File: config.mk
export PLATFORM = sky130hd
export DESIGN_NAME = icache
export DESIGN_NICKNAME = d
export VERILOG_FILES = /design/src/verilog/cache_types.sv /design/src/verilog/mem_if.sv /design/src/verilog/icache.sv /design/src/verilog/mem_arbiter.sv /design/src/verilog/prefetch_unit.sv /design/src/verilog/inst_datapath.sv /design/src/verilog/inst_control.sv
export SDC_FILE = /design/constraint.sdc
export NUM_CORES = 2
export LEC_CHECK = 0
export BUFFER_PORTS_ARGS = -buffer_cell sky130_fd_sc_hd__buf_2
export CORE_ASPECT_RATIO = 0.8
export CORE_MARGIN = 3
export CORE_UTILIZATION = 27
export DETAILED_ROUTE_END_ITERATION = 6
export GPL_ROUTABILITY_DRIVEN = 0
export GPL_TIMING_DRIVEN = 0
export REMOVE_ABC_BUFFERS = 1
export SYNTH_ARGS = -nofsm -noshare
export SYNTH_HDL_FRONTEND = slang
export SYNTH_SLANG_ARGS = --single-unit
File: constraint.sdc
create_clock -name clk -period 17.5 [get_ports clk]
set_clock_uncertainty 0.2 [all_clocks]
set_input_delay 2.625 -clock clk [delete_from_list [all_inputs] [get_ports clk]]
set_output_delay 2.625 -clock clk [all_outputs]
set_load 0.005 [all_outputs]
File: src/verilog/cache_types.sv
package cache_types;

    // ~~~~~~~~~~~~~~~~~~~~~~~~~~~~~~~~~~~~~~~~~~~~~~~~~~~~~~~~~~
    // geometry
    // ~~~~~~~~~~~~~~~~~~~~~~~~~~~~~~~~~~~~~~~~~~~~~~~~~~~~~~~~~~

    localparam int addr_w     = 32;    // byte address
    localparam int line_w     = 256;   // one cache line
    localparam int word_w     = 32;    // one fetch word
    localparam int num_sets   = 8;     // direct mapped
    localparam int line_bytes = 32;    // next-line stride

    // ~~~~~~~~~~~~~~~~~~~~~~~~~~~~~~~~~~~~~~~~~~~~~~~~~~~~~~~~~~
    // address fields
    // ~~~~~~~~~~~~~~~~~~~~~~~~~~~~~~~~~~~~~~~~~~~~~~~~~~~~~~~~~~

    localparam int offset_w = 5;                            // byte in line
    localparam int index_w  = 3;                            // set select
    localparam int tag_w    = addr_w - index_w - offset_w;  // 24 bits

    // ~~~~~~~~~~~~~~~~~~~~~~~~~~~~~~~~~~~~~~~~~~~~~~~~~~~~~~~~~~
    // controller states
    // ~~~~~~~~~~~~~~~~~~~~~~~~~~~~~~~~~~~~~~~~~~~~~~~~~~~~~~~~~~

    typedef enum logic [2:0] {
        idle_s,             // waiting for a fetch or a prefetch install
        compare_tag_s,      // tag lookup, answers on a hit
        prefetch_s,         // kicks off the next-line read
        post_prefetch_s,    // waits for the arbiter to take it
        allocate_s          // line fill from memory
    } state_t;

endpackage : cache_types
File: src/verilog/mem_if.sv
`timescale 1ns/10ps

interface mem_if;
    import cache_types::*;

    logic [addr_w-1:0] addr;    // line base address
    logic              read;
    logic [line_w-1:0] rdata;   // whole line
    logic              resp;    // rdata valid this cycle

    modport client (
        output addr,
        output read,
        input  rdata,
        input  resp
    );

    modport server (
        input  addr,
        input  read,
        output rdata,
        output resp
    );
endinterface : mem_if

File: src/verilog/icache.sv
`timescale 1ns/10ps

module icache (
    input  logic                           clk,
    input  logic                           rst,
    input  logic [cache_types::addr_w-1:0] cpu_addr,
    input  logic                           cpu_read,
    output logic [cache_types::word_w-1:0] cpu_rdata,
    output logic                           cpu_resp,
    output logic [cache_types::addr_w-1:0] mem_addr,
    output logic                           mem_read,
    input  logic [cache_types::line_w-1:0] mem_rdata,
    input  logic                           mem_resp
);
    import cache_types::*;

    state_t            state;
    logic              valid_hit;
    logic              prefetch;
    logic              prefetch_rvalid;
    logic              ack;
    logic [addr_w-1:0] pf_addr;
    logic [line_w-1:0] pf_line;

    mem_if fill_ch ();   // miss fill
    mem_if pf_ch ();     // next-line prefetch

    inst_control control (
        .clk             (clk),
        .rst             (rst),
        .valid_cpu_rqst  (cpu_read),
        .valid_hit       (valid_hit),
        .mem_resp        (fill_ch.resp),
        .offset          (cpu_addr[offset_w-1:0]),
        .prefetch_rvalid (prefetch_rvalid),
        .prefetch        (prefetch),
        .ack             (ack),
        .active_prefetch (),
        .state           (state)
    );

    inst_datapath datapath (
        .clk             (clk),
        .rst             (rst),
        .state           (state),
        .cpu_addr        (cpu_addr),
        .cpu_rdata       (cpu_rdata),
        .cpu_resp        (cpu_resp),
        .valid_hit       (valid_hit),
        .fill_ch         (fill_ch),
        .prefetch_rvalid (prefetch_rvalid),
        .pf_addr         (pf_addr),
        .pf_line         (pf_line)
    );

    prefetch_unit prefetcher (
        .clk             (clk),
        .rst             (rst),
        .state           (state),
        .cpu_addr        (cpu_addr),
        .prefetch        (prefetch),
        .prefetch_rvalid (prefetch_rvalid),
        .pf_addr         (pf_addr),
        .pf_line         (pf_line),
        .pf_ch           (pf_ch)
    );

    mem_arbiter arbiter (
        .clk       (clk),
        .rst       (rst),
        .fill_ch   (fill_ch),
        .pf_ch     (pf_ch),
        .ack       (ack),
        .mem_addr  (mem_addr),
        .mem_read  (mem_read),
        .mem_rdata (mem_rdata),
        .mem_resp  (mem_resp)
    );

endmodule : icache

File: src/verilog/mem_arbiter.sv
`timescale 1ns/10ps

module mem_arbiter (
    input  logic                           clk,
    input  logic                           rst,
    mem_if.server                          fill_ch,
    mem_if.server                          pf_ch,
    output logic                           ack,
    output logic [cache_types::addr_w-1:0] mem_addr,
    output logic                           mem_read,
    input  logic [cache_types::line_w-1:0] mem_rdata,
    input  logic                           mem_resp
);
    import cache_types::*;

    logic busy;       // grant held until resp
    logic owner_pf;   // held grant belongs to pf_ch
    logic sel_pf;     // pf_ch owns the port this cycle

    // fill first when free
    assign sel_pf = busy ? owner_pf : (!fill_ch.read && pf_ch.read);

    assign mem_addr = sel_pf ? pf_ch.addr : fill_ch.addr;
    assign mem_read = sel_pf ? pf_ch.read : fill_ch.read;

    assign ack = !busy && sel_pf;   // new prefetch grant

    assign fill_ch.resp  = mem_resp && !sel_pf;
    assign pf_ch.resp    = mem_resp && sel_pf;
    assign fill_ch.rdata = sel_pf ? '0 : mem_rdata;
    assign pf_ch.rdata   = sel_pf ? mem_rdata : '0;

    always_ff @(posedge clk) begin
        if (rst) begin
            busy     <= 1'b0;
            owner_pf <= 1'b0;
        end else if (mem_resp) begin
            busy <= 1'b0;
        end else if (mem_read && !busy) begin
            busy     <= 1'b1;
            owner_pf <= sel_pf;
        end
    end

endmodule : mem_arbiter

File: src/verilog/prefetch_unit.sv
`timescale 1ns/10ps

module prefetch_unit (
    input  logic                           clk,
    input  logic                           rst,
    input  cache_types::state_t            state,
    input  logic [cache_types::addr_w-1:0] cpu_addr,
    output logic                           prefetch,
    output logic                           prefetch_rvalid,
    output logic [cache_types::addr_w-1:0] pf_addr,
    output logic [cache_types::line_w-1:0] pf_line,
    mem_if.client                          pf_ch
);
    import cache_types::*;

    logic              req_q;       // read outstanding on pf_ch
    logic [addr_w-1:0] next_line;

    // base of the line after the current fetch
    assign next_line = {cpu_addr[addr_w-1:offset_w], {offset_w{1'b0}}} + addr_w'(line_bytes);

    assign prefetch = (state == prefetch_s);   // prefetch_s lasts one cycle

    assign pf_ch.addr = pf_addr;
    assign pf_ch.read = req_q;

    // ~~~~~~~~~~~~~~~~~~~~~~~~~~~~~~~~~~~~~~~~~~~~~~~~~~~~~~~~~~
    // request and buffer control
    // ~~~~~~~~~~~~~~~~~~~~~~~~~~~~~~~~~~~~~~~~~~~~~~~~~~~~~~~~~~

    always_ff @(posedge clk) begin
        if (rst) begin
            req_q           <= 1'b0;
            prefetch_rvalid <= 1'b0;
        end else begin
            if (prefetch) begin
                req_q <= 1'b1;
            end else if (pf_ch.resp) begin
                req_q <= 1'b0;
            end

            if (pf_ch.resp) begin
                prefetch_rvalid <= 1'b1;
            end else if (state == idle_s && prefetch_rvalid) begin
                prefetch_rvalid <= 1'b0;    // installed this cycle
            end
        end
    end

    always_ff @(posedge clk) begin
        if (prefetch) begin
            pf_addr <= next_line;
        end
        if (pf_ch.resp) begin
            pf_line <= pf_ch.rdata;
        end
    end

endmodule : prefetch_unit

File: src/verilog/inst_datapath.sv
`timescale 1ns/10ps

module inst_datapath (
    input  logic                           clk,
    input  logic                           rst,
    input  cache_types::state_t            state,
    input  logic [cache_types::addr_w-1:0] cpu_addr,
    output logic [cache_types::word_w-1:0] cpu_rdata,
    output logic                           cpu_resp,
    output logic                           valid_hit,
    mem_if.client                          fill_ch,
    input  logic                           prefetch_rvalid,
    input  logic [cache_types::addr_w-1:0] pf_addr,
    input  logic [cache_types::line_w-1:0] pf_line
);
    import cache_types::*;

    logic [tag_w-1:0]    tag_arr  [num_sets];
    logic [line_w-1:0]   data_arr [num_sets];
    logic [num_sets-1:0] valid_arr;

    logic [index_w-1:0] cpu_index;
    logic [tag_w-1:0]   cpu_tag;
    logic [index_w-1:0] pf_index;
    logic [tag_w-1:0]   pf_tag;

    logic               fill_done;   // resp already seen in this allocate_s
    logic               wr_en;
    logic [index_w-1:0] wr_index;
    logic [tag_w-1:0]   wr_tag;
    logic [line_w-1:0]  wr_line;

    assign cpu_index = cpu_addr[offset_w +: index_w];
    assign cpu_tag   = cpu_addr[addr_w-1 -: tag_w];
    assign pf_index  = pf_addr[offset_w +: index_w];
    assign pf_tag    = pf_addr[addr_w-1 -: tag_w];

    // ~~~~~~~~~~~~~~~~~~~~~~~~~~~~~~~~~~~~~~~~~~~~~~~~~~~~~~~~~~
    // lookup
    // ~~~~~~~~~~~~~~~~~~~~~~~~~~~~~~~~~~~~~~~~~~~~~~~~~~~~~~~~~~

    assign valid_hit = valid_arr[cpu_index] && (tag_arr[cpu_index] == cpu_tag);
    assign cpu_resp  = (state == compare_tag_s) && valid_hit;
    assign cpu_rdata = data_arr[cpu_index][cpu_addr[offset_w-1:2] * word_w +: word_w];

    // ~~~~~~~~~~~~~~~~~~~~~~~~~~~~~~~~~~~~~~~~~~~~~~~~~~~~~~~~~~
    // miss fill request
    // ~~~~~~~~~~~~~~~~~~~~~~~~~~~~~~~~~~~~~~~~~~~~~~~~~~~~~~~~~~

    assign fill_ch.addr = {cpu_addr[addr_w-1:offset_w], {offset_w{1'b0}}};
    assign fill_ch.read = (state == allocate_s) && !fill_done;

    always_ff @(posedge clk) begin
        if (rst) begin
            fill_done <= 1'b0;
        end else if (state != allocate_s) begin
            fill_done <= 1'b0;
        end else if (fill_ch.resp) begin
            fill_done <= 1'b1;   // drop read until state moves on
        end
    end

    // install from a fill, or from the prefetch buffer while idle
    always_comb begin
        wr_en    = 1'b0;
        wr_index = cpu_index;
        wr_tag   = cpu_tag;
        wr_line  = fill_ch.rdata;
        if (fill_ch.resp) begin
            wr_en = 1'b1;
        end else if (state == idle_s && prefetch_rvalid) begin
            wr_en    = 1'b1;
            wr_index = pf_index;
            wr_tag   = pf_tag;
            wr_line  = pf_line;
        end
    end

    always_ff @(posedge clk) begin
        if (wr_en) begin
            tag_arr[wr_index]  <= wr_tag;
            data_arr[wr_index] <= wr_line;
        end
    end

    always_ff @(posedge clk) begin
        if (rst) begin
            valid_arr <= '0;
        end else if (wr_en) begin
            valid_arr[wr_index] <= 1'b1;
        end
    end

endmodule : inst_datapath

File: src/verilog/inst_control.sv
`timescale 1ns/10ps

module inst_control (
    input  logic                             clk,
    input  logic                             rst,
    input  logic                             valid_cpu_rqst,
    input  logic                             valid_hit,
    input  logic                             mem_resp,
    input  logic [cache_types::offset_w-1:0] offset,
    input  logic                             prefetch_rvalid,
    input  logic                             prefetch,
    input  logic                             ack,
    output logic                             active_prefetch,
    output cache_types::state_t              state
);
    import cache_types::*;

    state_t next_state;
    logic   mem_resp_q;     // fill resp, one cycle late
    logic   hit_q;          // hit result from compare_tag_s

    // ~~~~~~~~~~~~~~~~~~~~~~~~~~~~~~~~~~~~~~~~~~~~~~~~~~~~~~~~~~
    // state and prefetch bookkeeping
    // ~~~~~~~~~~~~~~~~~~~~~~~~~~~~~~~~~~~~~~~~~~~~~~~~~~~~~~~~~~

    always_ff @(posedge clk) begin
        if (rst) begin
            state           <= idle_s;
            mem_resp_q      <= 1'b0;
            hit_q           <= 1'b0;
            active_prefetch <= 1'b0;
        end else begin
            state      <= next_state;
            mem_resp_q <= mem_resp;

            if (state == compare_tag_s) begin
                hit_q <= valid_hit;
            end

            if (prefetch) begin
                active_prefetch <= 1'b1;
            end else if (state == idle_s && prefetch_rvalid) begin
                active_prefetch <= 1'b0;     // line went into the arrays
            end
        end
    end

    // ~~~~~~~~~~~~~~~~~~~~~~~~~~~~~~~~~~~~~~~~~~~~~~~~~~~~~~~~~~
    // next state
    // ~~~~~~~~~~~~~~~~~~~~~~~~~~~~~~~~~~~~~~~~~~~~~~~~~~~~~~~~~~

    always_comb begin
        next_state = state;
        case (state)
            idle_s: begin
                // a waiting prefetched line is installed first
                if (valid_cpu_rqst && !prefetch_rvalid) begin
                    next_state = compare_tag_s;
                end
            end
            compare_tag_s: begin
                if (offset == '0 && !active_prefetch) begin
                    next_state = prefetch_s;
                end else if (!valid_hit && active_prefetch) begin
                    next_state = idle_s;     // let the prefetch land, then retry
                end else if (valid_hit) begin
                    next_state = idle_s;
                end else begin
                    next_state = allocate_s;
                end
            end
            prefetch_s: begin
                if (hit_q) begin
                    next_state = post_prefetch_s;
                end else begin
                    next_state = allocate_s;
                end
            end
            post_prefetch_s: begin
                if (ack) begin
                    next_state = idle_s;     // arbiter took the read
                end
            end
            allocate_s: begin
                if (mem_resp_q) begin
                    next_state = compare_tag_s;
                end
            end
            default: begin
                next_state = idle_s;
            end
        endcase
    end

endmodule : inst_control

Word-level counts from Yosys, hierarchy flattened
Memory sizes are Yosys's and may differ from the RTL's.
Cells that the tools add are included.
{"block": "op_classes", "add_sub_neg": 1, "n_lt_le_gt_ge": 3, "n_eq_ne": 9, "shift": 1, "n_mux": 31, "bitwise": 2, "n_reduce_logical": 29}
{"operator": "2-to-1 mux 256 bit", "count": 3}
{"operator": "indexed part select 256 x 9 -> 32 bit", "count": 1}
{"operator": "2-to-1 mux 24 bit", "count": 2}
{"operator": "adder 32 x 6 -> 32 bit, second input constant", "count": 1}
{"operator": "2-to-1 mux 32 bit", "count": 1}
{"operator": "2-to-1 mux 3 bit", "count": 9}
{"operator": "== test 24 bit", "count": 1}
{"operator": "one-hot mux 3 bit (5 select lines)", "count": 1}
{"operator": "logical AND 1 bit", "count": 13}
{"operator": "2-to-1 mux 1 bit", "count": 13}
{"operator": "< comparator 3 x 4 -> 1 bit, second input constant", "count": 2}
{"operator": "OR 8 bit", "count": 1}
{"operator": "logical NOT 1 bit", "count": 7}
{"operator": "== test 3 x 2 -> 1 bit, second input constant", "count": 2}
{"operator": "nonzero test 2 bit", "count": 3}
{"operator": "logical NOT 5 bit", "count": 1}
{"operator": "!= test 2 bit, second input constant", "count": 2}
{"operator": "OR reduction 2 bit", "count": 2}
{"operator": "binary-select mux 1 bit (select 3 bit)", "count": 1}
{"operator": "demux 1 bit (select 3 bit)", "count": 1}
{"operator": "== test 3 x 1 -> 1 bit, second input constant", "count": 1}
{"operator": "== test 3 bit, second input constant", "count": 1}
{"operator": ">= comparator 3 x 1 -> 1 bit, second input constant", "count": 1}
{"operator": "logical NOT 3 bit", "count": 1}
{"operator": "5 further kinds", "count": 5}
{"block": "word_totals", "regBits": 307, "ramBits": 2240, "output_inout_bits": 66, "elab_cells": 90, "memories": 2}
{"name": "datapath.data_arr", "words": 8, "width": 256, "rd": 1, "rd_ports_with_merged_regs": 0, "wr": 1, "line_no": "inst_datapath.sv:19", "source": "logic [line_w-1:0] data_arr [num_sets];"}
{"name": "datapath.tag_arr", "words": 8, "width": 24, "rd": 1, "rd_ports_with_merged_regs": 0, "wr": 1, "line_no": "inst_datapath.sv:18", "source": "logic [tag_w-1:0] tag_arr [num_sets];"}

Logic depth before layout (Yosys ltp)
{"block": "logic_depth", "ltp_word": 13, "depth_mapped": 11}

Modules after synthesis
Synthesis repeated with hierarchy kept, for this count alone.
{"block": "unflattened", "cells_unflattened": 5354, "area_unflattened_um2": 102917.5}
{"module": "inst_datapath", "instances": 1, "cells_each": 4294, "area_per_inst_um2": 88941.6, "seq_area_each_um2": 67444.7}
{"module": "prefetch_unit", "instances": 1, "cells_each": 404, "area_per_inst_um2": 9382.7, "seq_area_each_um2": 8538.2}
{"module": "mem_arbiter", "instances": 1, "cells_each": 621, "area_per_inst_um2": 4286.6, "seq_area_each_um2": 40.0}
{"module": "inst_control", "instances": 1, "cells_each": 35, "area_per_inst_um2": 306.5, "seq_area_each_um2": 120.1}

Worst setup path after synthesis
OpenSTA, ideal clock, no wires.
{"block": "synth_timing", "path_type": "input to register", "start": "input cpu_addr[7] (netlist bit)", "end": "memory datapath.data_arr[4][0], enable pin", "setup_time_ns": 0.925, "arrival_ns": 15.793, "slack_ns": 0.581, "path_stages": 8, "path_buffers": 5, "cell_sequence": "buf_2 buf_4 buf_4 buf_2 buf_1 nand2b_1 mux2_2 nor2_1"}
{"block": "synth_via", "elab_chain_len": 2}
{"item": "from (decl)", "line_no": "icache.sv:6", "source": "input logic [cache_types::addr_w-1:0] cpu_addr,"}
{"item": "2-to-1 mux 3 bit", "line_no": "inst_datapath.sv:71", "source": "end else if (state == idle_s && prefetch_rvalid) begin"}
{"item": "2-to-1 mux 3 bit *", "line_no": "inst_datapath.sv:69", "source": "if (fill_ch.resp) begin"}
{"item": "to (decl)", "line_no": "inst_datapath.sv:19"}
Every way passes the cells marked *; elsewhere a longest branch is shown, timed or not.

Final worst setup path
{"block": "layout_timing", "start": "input cpu_addr[5] (netlist bit)", "end": "output cpu_resp"}
{"block": "layout_via", "elab_chain_len": 4}
{"item": "memory read (8 x 24 bit) / binary-select mux 1 bit (select 3 bit) (equally long branches)"}
{"item": "== test 24 bit / 2-to-1 mux 1 bit (equally long branches)", "line_no": "inst_datapath.sv:42", "source": "assign valid_hit = valid_arr[cpu_index] && (tag_arr[cpu_index] == cpu_tag);"}
{"item": "logical AND 1 bit *", "line_no": "inst_datapath.sv:42"}
{"item": "logical AND 1 bit *", "line_no": "inst_datapath.sv:43", "source": "assign cpu_resp = (state == compare_tag_s) && valid_hit;"}
{"item": "to (decl)", "line_no": "icache.sv:9", "source": "output logic cpu_resp,"}
Every way passes the cells marked *; elsewhere a longest branch is shown, timed or not. The select of a mux whose other input is x is not followed.

==> out/metrics.csv <==
stage,metric,value,unit
cts,CTS tree,built,
cts,"Clk Latency, worst-skew pair",930,ps
route,post-route ant nets,0,
logic_synthesis,Post-synth EDFFs,2523,
logic_synthesis,Cells after Synth,5117,
placed_design,DPL Wire Length,153000,um
logic_synthesis,"Avg Cell Area, Syn",19.7,um2
route,Routed WL,255000,um
timing,Final Cycle Share,0.576,
logic_synthesis,ys flop type,edfxtp_1,
cts,clock root buffer,clkbuf_16,
die,Die Footprint,0.382,mm2
power,Leakage,0.0395,uW
hold_path,hold path start,datapath.valid_arr[7],
layout,layout cells sized above 1,0.279,
layout,post-layout net count,5891,
worst_setup_path,Reg2Reg Depth,14,
die,Die H,553,um
route,WL/cell,23.7,um
cts,CTS Buf Count,275,
timing,Rel. slew slack,0.363,
timing,setup TNS,0,ps
timing,Final Hold Viols,0,
worst_setup_path,startpoint types,input pin,
worst_setup_path,worst r2r src,control.state[2],
grt,pin count of the biggest net entering global routing,96,
power,Max IR drop VDD,0.0757,mV
route,Initial DRT Pass Iterations,5,
die,Core Region,0.372,mm2
route,Vias/cell,4.71,
route,DRT met1 WL,107000,um
layout,Final Util,0.324,
timing,min cycle time layout,10070,ps
logic_synthesis,async set-or-reset flop fraction in the synthesized netlist,0,
die,Std-Cell Rows,200,
worst_setup_path,WP data arrival,7250,ps
route,Residual DRC,0,
logic_synthesis,Yosys reg bits,2542,
power,PD cells,110,mW/mm2
cts,post-CTS resize count,0,
die,Horiz. Die Dim,690,um
cts,# hold bufs at CTS,0,
worst_setup_path,critical path class,input pin to output pin,
grt,total gr overflow,0,
outcome,status,finished clean,
timing,Setup WS post-layout,7430,ps
hold_path,hold path cells,2,
timing,final max-slew violation count,0,
logic_synthesis,post-synthesis sequential area ratio,0.754,
route,via count,50734,
worst_setup_path,Critical Path Sink Type,output pin,
layout,Finished Cell Area,0.120,mm2
worst_setup_path,CP required,14680,ps
logic_synthesis,Synth Warn #,0,
timing,unrepaired setup endpoints after global routing,no,
grt,vias in the first global route,53153,
worst_setup_path,FF-to-FF End,datapath.data_arr[2][128],
placed_design,placed cell area,0.112,mm2
worst_setup_path,worst-path maximum fanout,75,
timing,highest clock rate,0.0993,GHz
cts,Post-CTS Setup Repair Bufs,0,
cts,H-tree Lvls,5,
cts,clk sinks,2542,
route,DRT iter0 DRCs,4945,
worst_setup_path,crit path launch,cpu_addr[5],
worst_setup_path,r2r setup slk,11280,ps
route,wire length on met3,17400,um
cts,"CTS clk-pin slew, worst paths",60,ps
logic_synthesis,synthesized area,0.101,mm2
grt,initial antenna violation count,46,
grt,first-pass GRT wire length,373000,um
placed_design,Port Buffers,352,
route,highest metal used,met5,
die,IO Pins,358,
placed_design,DP Worst Slack,7170,ps
grt,Total GRT Usage,0.132,
timing,hold_ws,271,ps
hold_path,Min-Delay Path Class,flip-flop to flip-flop,
cts,Clock Path Buffers,4,
flow_run,Max Cap Viol,0,
die,Starting Density,0.272,
route,WL met2,125000,um
logic_synthesis,Netlist cell types,58,
layout,Area Growth Syn to Fin,19.2,%
timing,endpoints failing setup,0,
timing,pin slew with the least headroom to its limit,953,ps
hold_path,Hold Crit Endpoint,datapath.valid_arr[7],
-- cells in the mapped netlist (all sizes together), types with 4 or more instances --
cell type,number,area share
nand4,12,0.00074
nor3,10,0.00050
nand2,673,0.025
mux4,678,0.15
clkbuf,132,0.0049
a21oi,37,0.0018
inv,5,0.00019
nand3b,5,0.00037
xnor2,25,0.0022
mux2,18,0.0020
nand3,270,0.013
a31oi,4,0.00025
nor2,50,0.0019
a22oi,4,0.00030
o221ai,8,0.00069
nor2b,7,0.00043
and2,259,0.016
mux2i,75,0.0074
xor2,21,0.0018
dfxtp,19,0.0038
o22ai,9,0.00056
buf,189,0.0093
edfxtp,2523,0.75
o21ai,29,0.0014
nand2b,11,0.00068
-- how the worst max path moves through the flow --
| stage | to | slack (ps) | cells past startpoint |
|---|---|---|---|
| after global placement | datapath.tag_arr[0][9] | -69040 | 4 |
| after global routing | cpu_resp | 7010 | 11 |
| final | cpu_resp | 7430 | 11 |
| after detailed placement | cpu_resp | 7170 | 11 |
| after floorplan | datapath.data_arr[2][0] | -6080 | 5 |
| after CTS | cpu_resp | 7160 | 11 |
-- final cells by class --
class	count	area [um2]
Fill cell	35392	251000
Sequential cell	2542	76100
Multi-Input combinational cell	2252	23600
Clock buffer	324	7110
Tap cell	4949	6190
Timing Repair Buffer	521	5700
Clock inverter	168	1620
Antenna cell	15	37.5
Inverter	6	30.0
-- layout by cell type (no fill, tap or decap), types with 36 or more instances in the layout --
master / n
buf_2: 346
nor2_1: 42
mux4_2: 677
nand3_1: 270
edfxtp_1: 2523
clkinv_1: 63
and2_1: 256
clkbuf_1: 47
clkbuf_16: 277
buf_12: 100
nand2_1: 673
buf_16: 68
mux2i_1: 75
a21oi_1: 36
clkinv_2: 41
-- logic make-up (layout without fill, tap and decap cells) --
| group | after synthesis | count (layout) | share of synthesized area |
|---|---|---|---|
| flops | 2542 | 2542 | 0.754 |
| simple gates | 1318 | 1318 | 0.0606 |
| mux | 771 | 771 | 0.161 |
| buf+inv | 327 | 1019 | 0.0144 |
| compound gates | 111 | 111 | 0.00675 |
| xor+xnor | 46 | 46 | 0.00399 |
| fa+ha+maj | 1 | 1 | 0.000124 |
| other cells | 1 | 20 | 0.0000371 |
-- sequential cells by signal (all words and copies together), names as in the netlist --
| name | flops |
|---|---|
| prefetcher.pf_line | 256 |
| prefetcher.pf_addr | 27 |
| control.hit_q | 1 |
| arbiter.busy | 1 |
| control.state | 3 |
| datapath.fill_done | 1 |
| datapath.tag_arr | 192 |
| arbiter.owner_pf | 1 |
| control.mem_resp_q | 1 |
| control.active_prefetch | 1 |
| prefetcher.pf_ch.read | 1 |
| prefetcher.prefetch_rvalid | 1 |
| datapath.data_arr | 2048 |
| datapath.valid_arr | 8 |
-- where the power goes --
group	internal, uW	switching [uW]
Combinational	314	416
Sequential	6810	22.0
Clock	3180	2480
Total	10300	2920
-- worst max-delay path, cell delays in order --
cell and delay (ps):
buf_8 320, buf_16 410, buf_16 410, buf_16 470, mux4_2 570, mux2i_1 170
xor2_1 410, nand4_1 120, or2_2 350, nor4_2 600, buf_2 240
-- through the flow --
stage               total power (uW)  instances
floorplan                       7370       4800
global placement                7980      10101
detailed placement              7710      10270
CTS                            13400      10762
global route                   13700      10769
finish                         13200      10777
-- routing by layer --
layer | up-vias | GRT usage
met1 | 27058 | 0.179
met2 | 1693 | 0.216
met3 | 395 | 0.0250
met4 | 16 | 0.0347
met5 | - | 0
li1 | 21572 | -
Power figures use the tool's default switching activity.
